`src/common/mipsPkg.sv`:
```
// Shared widths, vector types, opcode, funct and ALU control codes for the decode stage
package mipsPkg;

    // Field and word widths
    localparam int DataWidth    = 32;
    localparam int RegAddrWidth = 5;
    localparam int OpcodeWidth  = 6;
    localparam int FunctWidth   = 6;
    localparam int AluCtrlWidth = 3;
    localparam int ImmWidth     = 16;  // Low half-word of I-type
    localparam int TargetWidth  = 26;  // Pseudo-direct J target
    localparam int RegCount     = 2 ** RegAddrWidth;

    typedef logic [DataWidth-1:0]    dataWord;
    typedef logic [RegAddrWidth-1:0] regAddr;
    typedef logic [OpcodeWidth-1:0]  instOpcode;
    typedef logic [FunctWidth-1:0]   instFunct;
    typedef logic [AluCtrlWidth-1:0] aluCtrl;

    // Primary opcodes in instruction bits 31:26
    localparam instOpcode OpRType = 6'd0;
    localparam instOpcode OpJ     = 6'd2;
    localparam instOpcode OpBeq   = 6'd4;
    localparam instOpcode OpAddi  = 6'd8;
    localparam instOpcode OpLw    = 6'd35;
    localparam instOpcode OpSw    = 6'd43;

    // R-type funct codes in instruction bits 5:0
    localparam instFunct FnAdd = 6'd32;
    localparam instFunct FnSub = 6'd34;
    localparam instFunct FnAnd = 6'd36;
    localparam instFunct FnOr  = 6'd37;
    localparam instFunct FnSlt = 6'd42;

    // Operation codes seen by the execute stage ALU
    localparam aluCtrl AluAdd = 3'd0;  // Also the idle value
    localparam aluCtrl AluSub = 3'd1;
    localparam aluCtrl AluAnd = 3'd2;
    localparam aluCtrl AluOr  = 3'd3;
    localparam aluCtrl AluSlt = 3'd4;

endpackage
```
`src/rtl/instDecodeStage.sv`:
```
// Instruction decode stage top: field split, control, registers, branch logic, ID/EX registers
`timescale 1ns/1ps

module instDecodeStage (
    input  logic             i_Clock,
    input  logic             i_rstN,
    input  mipsPkg::dataWord i_Inst,
    input  mipsPkg::dataWord i_PCPlus4,
    input  mipsPkg::regAddr  i_RegWrAddr,    // From write-back
    input  mipsPkg::dataWord i_RegWrData,
    input  logic             i_RegWrEnable,
    output mipsPkg::dataWord o_DataA,
    output mipsPkg::dataWord o_DataB,
    output mipsPkg::dataWord o_InstImm,
    output mipsPkg::regAddr  o_InstRs,
    output mipsPkg::regAddr  o_InstRt,
    output mipsPkg::regAddr  o_InstRd,
    output logic             o_RegWrEnable,
    output logic             o_MemWrEnable,
    output logic             o_RegDst,
    output logic             o_MemToReg,
    output logic             o_AluSrcB,
    output mipsPkg::aluCtrl  o_AluControl,
    output mipsPkg::dataWord o_JumpAddr,     // Same cycle, to fetch
    output logic             o_JumpEnable
);

    // Instruction fields
    mipsPkg::instOpcode                instOp;
    mipsPkg::instFunct                 instFn;
    mipsPkg::regAddr                   instRs;
    mipsPkg::regAddr                   instRt;
    mipsPkg::regAddr                   instRd;
    mipsPkg::dataWord                  instImm;
    logic [mipsPkg::TargetWidth-1:0]   instTarget;

    always_comb begin
        instOp     = i_Inst[31:26];
        instFn     = i_Inst[5:0];
        instRs     = i_Inst[25:21];
        instRt     = i_Inst[20:16];
        instRd     = i_Inst[15:11];
        instImm    = {{(mipsPkg::DataWidth - mipsPkg::ImmWidth){i_Inst[mipsPkg::ImmWidth-1]}},
                      i_Inst[mipsPkg::ImmWidth-1:0]};
        instTarget = i_Inst[mipsPkg::TargetWidth-1:0];
    end

    mipsPkg::aluCtrl  ctrlAluControl;
    logic             ctrlAluSrcB;
    logic             ctrlMemWrEnable;
    logic             ctrlRegWrEnable;
    logic             ctrlRegDst;
    logic             ctrlMemToReg;
    logic             ctrlIsBranch;
    logic             ctrlIsJump;
    mipsPkg::dataWord regDataA;
    mipsPkg::dataWord regDataB;

    decodeController ctrl (
        .i_Clock       (i_Clock),
        .i_rstN        (i_rstN),
        .i_InstOp      (instOp),
        .i_InstFn      (instFn),
        .o_AluControl  (ctrlAluControl),
        .o_AluSrcB     (ctrlAluSrcB),
        .o_MemWrEnable (ctrlMemWrEnable),
        .o_RegWrEnable (ctrlRegWrEnable),
        .o_RegDst      (ctrlRegDst),
        .o_MemToReg    (ctrlMemToReg),
        .o_IsBranch    (ctrlIsBranch),
        .o_IsJump      (ctrlIsJump)
    );

    registerFile regs (
        .i_Clock    (i_Clock),
        .i_rstN     (i_rstN),
        .i_WrEnable (i_RegWrEnable),
        .i_WrAddr   (i_RegWrAddr),
        .i_RdAddrA  (instRs),
        .i_RdAddrB  (instRt),
        .i_WrData   (i_RegWrData),
        .o_RdDataA  (regDataA),
        .o_RdDataB  (regDataB)
    );

    branchResolver branch (
        .i_IsBranch   (ctrlIsBranch),
        .i_IsJump     (ctrlIsJump),
        .i_PCPlus4    (i_PCPlus4),
        .i_InstImm    (instImm),
        .i_DataA      (regDataA),
        .i_DataB      (regDataB),
        .i_InstTarget (instTarget),
        .o_JumpAddr   (o_JumpAddr),
        .o_JumpEnable (o_JumpEnable)
    );

    // ID/EX pipeline registers
    always_ff @(posedge i_Clock or negedge i_rstN) begin
        if (!i_rstN) begin
            o_DataA       <= '0;
            o_DataB       <= '0;
            o_InstImm     <= '0;
            o_InstRs      <= '0;
            o_InstRt      <= '0;
            o_InstRd      <= '0;
            o_RegWrEnable <= 1'b0;
            o_MemWrEnable <= 1'b0;
            o_RegDst      <= 1'b0;
            o_MemToReg    <= 1'b0;
            o_AluSrcB     <= 1'b0;
            o_AluControl  <= mipsPkg::AluAdd;
        end else begin
            o_DataA       <= regDataA;
            o_DataB       <= regDataB;
            o_InstImm     <= instImm;
            o_InstRs      <= instRs;   // Kept for forwarding in EX
            o_InstRt      <= instRt;
            o_InstRd      <= instRd;
            o_RegWrEnable <= ctrlRegWrEnable;
            o_MemWrEnable <= ctrlMemWrEnable;
            o_RegDst      <= ctrlRegDst;
            o_MemToReg    <= ctrlMemToReg;
            o_AluSrcB     <= ctrlAluSrcB;
            o_AluControl  <= ctrlAluControl;
        end
    end

endmodule

```
`src/rtl/branchResolver.sv`:
```
// Early BEQ and J resolution: operand compare, target adder and target select
`timescale 1ns/1ps

module branchResolver (
    input  logic                               i_IsBranch,
    input  logic                               i_IsJump,
    input  mipsPkg::dataWord                   i_PCPlus4,
    input  mipsPkg::dataWord                   i_InstImm,     // Already sign-extended
    input  mipsPkg::dataWord                   i_DataA,
    input  mipsPkg::dataWord                   i_DataB,
    input  logic [mipsPkg::TargetWidth-1:0]    i_InstTarget,
    output mipsPkg::dataWord                   o_JumpAddr,
    output logic                               o_JumpEnable
);

    logic             operandsEqual;
    mipsPkg::dataWord branchTarget;
    mipsPkg::dataWord jumpTarget;

    always_comb begin
        operandsEqual = (i_DataA == i_DataB);

        // PC-relative word offset
        branchTarget = i_PCPlus4 + {i_InstImm[mipsPkg::DataWidth-3:0], 2'b00};

        // Pseudo-direct target stays in the current 256 MB region
        jumpTarget = {i_PCPlus4[mipsPkg::DataWidth-1 -: 4], i_InstTarget, 2'b00};

        if (i_IsJump) begin
            o_JumpAddr = jumpTarget;
        end else if (i_IsBranch) begin
            o_JumpAddr = branchTarget;
        end else begin
            o_JumpAddr = '0;
        end

        o_JumpEnable = i_IsJump | (i_IsBranch & operandsEqual);
    end

endmodule

```
`src/rtl/registerFile.sv`:
```
// 32-entry general purpose register file, two async reads and one clocked write
`timescale 1ns/1ps

module registerFile (
    input  logic             i_Clock,
    input  logic             i_rstN,
    input  logic             i_WrEnable,
    input  mipsPkg::regAddr  i_WrAddr,
    input  mipsPkg::regAddr  i_RdAddrA,
    input  mipsPkg::regAddr  i_RdAddrB,
    input  mipsPkg::dataWord i_WrData,
    output mipsPkg::dataWord o_RdDataA,
    output mipsPkg::dataWord o_RdDataB
);

    mipsPkg::dataWord regs [0:mipsPkg::RegCount-1];

    always_ff @(posedge i_Clock or negedge i_rstN) begin
        if (!i_rstN) begin
            for (int i = 0; i < mipsPkg::RegCount; i++) begin
                regs[i] <= '0;
            end
        end else if (i_WrEnable && (i_WrAddr != '0)) begin
            regs[i_WrAddr] <= i_WrData;  // r0 never written
        end
    end

    // Read ports with r0 forced to zero
    always_comb begin
        o_RdDataA = (i_RdAddrA == '0) ? '0 : regs[i_RdAddrA];
        o_RdDataB = (i_RdAddrB == '0) ? '0 : regs[i_RdAddrB];
    end

    // Write-back must present a clean index whenever it writes
    wrAddrKnown: assert property (
        @(posedge i_Clock) disable iff (!i_rstN)
        i_WrEnable |-> !$isunknown(i_WrAddr)
    ) else $error("registerFile: write enabled with unknown address");

endmodule

```
`src/rtl/decodeController.sv`:
```
// Opcode and funct decode table driving the datapath control bits
`timescale 1ns/1ps

module decodeController (
    input  logic               i_Clock,        // Only samples the assertion
    input  logic               i_rstN,
    input  mipsPkg::instOpcode i_InstOp,
    input  mipsPkg::instFunct  i_InstFn,
    output mipsPkg::aluCtrl    o_AluControl,
    output logic               o_AluSrcB,      // Immediate as ALU operand B
    output logic               o_MemWrEnable,
    output logic               o_RegWrEnable,
    output logic               o_RegDst,       // Destination is rd, not rt
    output logic               o_MemToReg,
    output logic               o_IsBranch,
    output logic               o_IsJump
);

    always_comb begin
        // Everything low unless the opcode says otherwise
        o_AluControl  = mipsPkg::AluAdd;
        o_AluSrcB     = 1'b0;
        o_MemWrEnable = 1'b0;
        o_RegWrEnable = 1'b0;
        o_RegDst      = 1'b0;
        o_MemToReg    = 1'b0;
        o_IsBranch    = 1'b0;
        o_IsJump      = 1'b0;

        case (i_InstOp)
            mipsPkg::OpRType: begin
                o_RegDst      = 1'b1;
                o_RegWrEnable = 1'b1;
                case (i_InstFn)
                    mipsPkg::FnAdd: o_AluControl = mipsPkg::AluAdd;
                    mipsPkg::FnSub: o_AluControl = mipsPkg::AluSub;
                    mipsPkg::FnAnd: o_AluControl = mipsPkg::AluAnd;
                    mipsPkg::FnOr:  o_AluControl = mipsPkg::AluOr;
                    mipsPkg::FnSlt: o_AluControl = mipsPkg::AluSlt;
                    default: begin
                        // Unknown funct keeps only RegDst
                        o_RegWrEnable = 1'b0;
                    end
                endcase
            end

            mipsPkg::OpAddi: begin
                o_RegWrEnable = 1'b1;
                o_AluSrcB     = 1'b1;
                o_AluControl  = mipsPkg::AluAdd;
            end

            mipsPkg::OpLw: begin
                o_RegWrEnable = 1'b1;
                o_AluSrcB     = 1'b1;          // Base plus offset
                o_MemToReg    = 1'b1;
                o_AluControl  = mipsPkg::AluAdd;
            end

            mipsPkg::OpSw: begin
                o_MemWrEnable = 1'b1;
                o_AluSrcB     = 1'b1;
                o_AluControl  = mipsPkg::AluAdd;
            end

            mipsPkg::OpBeq: begin
                o_IsBranch   = 1'b1;
                o_AluControl = mipsPkg::AluSub;  // Compare by subtraction in EX
            end

            mipsPkg::OpJ: begin
                o_IsJump = 1'b1;
            end

            default: begin
                // Unsupported opcode behaves as a no-op
            end
        endcase
    end

    // Fetch hands over a bubble as a real no-op, never as an unknown word
    opcodeKnown: assert property (
        @(posedge i_Clock) disable iff (!i_rstN)
        !$isunknown(i_InstOp)
    ) else $error("decodeController: unknown opcode bits out of reset");

endmodule

```
`config.mk`:
```
export PLATFORM = sky130hd
export DESIGN_NAME = instDecodeStage
export DESIGN_NICKNAME = d
export VERILOG_FILES = /design/src/common/mipsPkg.sv /design/src/rtl/instDecodeStage.sv /design/src/rtl/branchResolver.sv /design/src/rtl/registerFile.sv /design/src/rtl/decodeController.sv
export SDC_FILE = /design/constraint.sdc
export NUM_CORES = 2
export LEC_CHECK = 0
export BUFFER_PORTS_ARGS = -buffer_cell sky130_fd_sc_hd__buf_2
export CAP_MARGIN = 20
export CORE_ASPECT_RATIO = 1.1
export CORE_UTILIZATION = 56
export DETAILED_ROUTE_END_ITERATION = 10
export PLACE_DENSITY = 0.76
export SYNTH_ARGS = -nofsm -noshare
export SYNTH_HDL_FRONTEND = slang
export SYNTH_HIERARCHICAL = 1
export SYNTH_SLANG_ARGS = --single-unit
```
`constraint.sdc`:
```
create_clock -name i_Clock -period 2.8 [get_ports i_Clock]
set_clock_uncertainty 0.1 [all_clocks]
set_input_delay 0.28 -clock i_Clock [delete_from_list [all_inputs] [get_ports i_Clock]]
set_output_delay 0.28 -clock i_Clock [all_outputs]
set_load 0.02 [all_outputs]
```
==> impl_metrics.yaml <==
worst_setup_path:
  path_max_fanout: 3
  path_class: "flip-flop to output pin"
  crit_required_ns: 2.42
  crit_arrival_ns: 3.57
  cp-start-kind: "flip-flop"
  worstSetupEndpointType: "output pin"
route:
  initialDrtViolationCount: 4655
  wl_per_cell_um: 32.3
  drc: 0
  via_per_inst: 6.93
  antenna_left: 0
  firstDrtPassIters: 6
  vias: 43000
  wl_mm: 200
cells_and_area:
  fillerInstances: 6646
  final_cells: 6202
  drive_gt1_share_pct: 59.3
  mostFrequentLayoutCell: "dfrtp_1"
  area_growth_pct: 23.2
  final_nets: 4846
  layout_common_cells: "dfrtp_1, mux2_2, buf_4, mux4_2, buf_2"
floorplan:
  start_util_pct: 56.8
  rows: 124
  ios: 256
  core_mm2: 0.104
  die_w_um: 312
  fp.dieArea_mm2: 0.107
  die_height_um: 343
clocking:
  cts_tree: "built"
  insertion_delay_ns: 0.72
  cts.sinks: 1122
  clkTransAtPathRegs_ns: 0.06
  cts-root-buf: "clkbuf_16"
  h-tree-depth: 3
  cts_buffers: 115
  cts_buffer_depth: 3
timing:
  worstMarginPinSlew_ns: 0.788
  drv_slew: 0
  fmax_ghz: 0.253
  finalSetupTns_ns: -3.90
  rsz0062_at_grt: "yes"
  holdWs_ns: 0.0352
  setup_slack_ns: -1.15
  setup_viol: 15
  min_period_ns: 3.95
  hold_violations: 0
  slew_headroom_pct: 47.1
  min_period_over_period_pct: 141
synth:
  muxShareOfSynthArea_pct: 39.3
  yosysSeqAreaShare_pct: 47.4
  ys_warn_count: 6
  ys_ff_latch: 1122
  synthFlopType: "dfrtp_1"
  synthAdderAreaFrac_pct: 0.646
  synth-xor-area-share_pct: 0.783
  ys_types: 67
  synthSimpleGateAreaFrac_pct: 2.50
  syn_area_per_cell_um2: 14.6
  synth-compound-area-share_pct: 5.71
  syn_nets: 4200
  synthesis.instances: 4066
  synth_area_leaders: "dfrtp_1, mux2_2, mux4_2"
  synth_top_family_by_area: "multiplexers"
  synth_area_mm2: 0.0593
  synth_top_cell_by_area: "dfrtp_1"
  synth_enable_flop_cells: 0
  synth-async-reset-ratio_pct: 100
  yosysTopAreaCellShare_pct: 47.4
grt:
  grt_antenna_before_repair: 16
  grt_max_degree: 116
  grt_usage_pct: 37.3
  grt_pass1_vias: 44600
  grt-ovfl-total: 0
  grt_pass1_wl_mm: 295
placement:
  dp_hpwl_mm: 126
  place_inst: 5921
  gp_congestion: 0.921
  port_buffers: 255
hold_path:
  hp-class: "primary input to asynchronous set/reset pin"
power:
  vdd_drop_max_uv: 588
  power_density_mw_per_mm2: 690
  power_leakage_nw: 32.5
job:
  maxCapViolCount: 0
run_status:
  violations: "setup timing"
  status: "finished, violations left"
stage by stage:
stage / total power, mW / util (%) / cell area, um2 / setup WS [ns]
floorplan: 28.0 / - / 59800 / -0.0979
global placement: 31.9 / 64.3 / 67100 / -1.44
detailed placement: 32.4 / 64.3 / 67100 / -1.53
CTS: 50.1 / 69.5 / 72600 / -1.09
global route: 52.0 / 69.9 / 73000 / -1.24
finish: 50.4 / 69.9 / 73000 / -1.15
cell type report:
type,count,area (um2),area share [%]
Antenna cell,4,10.0,0.0137
Clock buffer,150,3310,4.54
Clock inverter,67,1030,1.41
Inverter,12,51.3,0.0703
Multi-Input combinational cell,2472,30200,41.3
Sequential cell,1122,28100,38.5
Tap cell,1386,1730,2.38
Timing Repair Buffer,989,8610,11.8
per-layer routing:
| metal | track usage (%) | share of wire [%] | routed length [um] |
|---|---|---|---|
| met1 | 47.6 | 37 | 73400 |
| met2 | 58.2 | 46 | 93100 |
| met3 | 8.62 | 9.6 | 19300 |
| met4 | 23.5 | 7.2 | 14400 |
| met5 | 0 | 0.052 | 105 |
Yosys cell counts (23+ instances only):
master and number:
nor2b_1 75, clkbuf_1 230, a311oi_1 64, a22oi_1 64, buf_4 55, nand2_1 91, nor2_1 29, a221oi_1 46
xor2_1 43, ha_1 29, mux2i_1 128, a211oi_1 66, mux4_2 448, buf_2 170, dfrtp_1 1122, mux2_2 1048
o21ai_0 126, a21oi_1 23
worst paths after layout:
kind	start	endpoint	slack (ns)	cells after the start
max in group asynchronous	i_rstN	regs/regs[152]$_DFFE_PN0P_	1.51	3
min in group i_Clock	i_Inst[25]	o_InstRs[4]$_DFF_PN0_	0.04	3
setup / recovery	regs/regs[308]$_DFFE_PN0P_	o_JumpEnable	-1.15	10
hold / removal	i_rstN	regs/regs[381]$_DFFE_PN0P_	0.04	2
hold reg to reg	regs/regs[1010]$_DFFE_PN0P_	regs/regs[1010]$_DFFE_PN0P_	0.30	0
setup reg to reg	regs/regs[649]$_DFFE_PN0P_	o_DataA[9]$_DFF_PN0_	0.70	6
sequential cells by signal, indices dropped and copies added (netlist names):
register / count
o_AluControl: 3
o_AluSrcB: 1
o_DataA: 32
o_DataB: 32
o_InstImm: 12
o_InstRd: 4
o_InstRs: 5
o_InstRt: 5
o_MemToReg: 1
o_MemWrEnable: 1
o_RegDst: 1
o_RegWrEnable: 1
regs/regs: 1024
repair_timing:
item                                   CTS  global route
pin swaps                               52            36
cloned                                   0             3
buffers inserted                        17            12
setup endpoints to repair               18            33
endpoints found under the hold margin  759             0
resized for setup                      133            71
hold buffers                            36             0
kinds of logic after synthesis:
| kind of cell | count (synthesis) |
|---|---|
| muxes | 1634 |
| DFF | 1122 |
| AOI/OAI and AO/OA | 473 |
| buffers and inverters | 472 |
| and+or+nand+nor | 282 |
| xor gates and xnor gates | 53 |
| adders and majority gates | 30 |
report_power, final:
| part | internal (mW) | switching, mW | total, mW |
|---|---|---|---|
| registers | 19.2 | 2.27 | 21.5 |
| logic | 6.61 | 4.87 | 11.5 |
| clock network | 10.6 | 6.87 | 17.4 |
critical path: stages (launching register included):
cell	delay, ns
dfrtp_1	0.40
mux2i_2	0.14
a221oi_4	0.39
o21ai_1	0.18
a311oi_2	0.43
xor2_2	0.22
nor4_4	0.38
nand3_1	0.14
nor2_1	0.15
a41o_4	0.29
buf_6	0.13
Note: power is estimated with default switching activity, not from simulation.
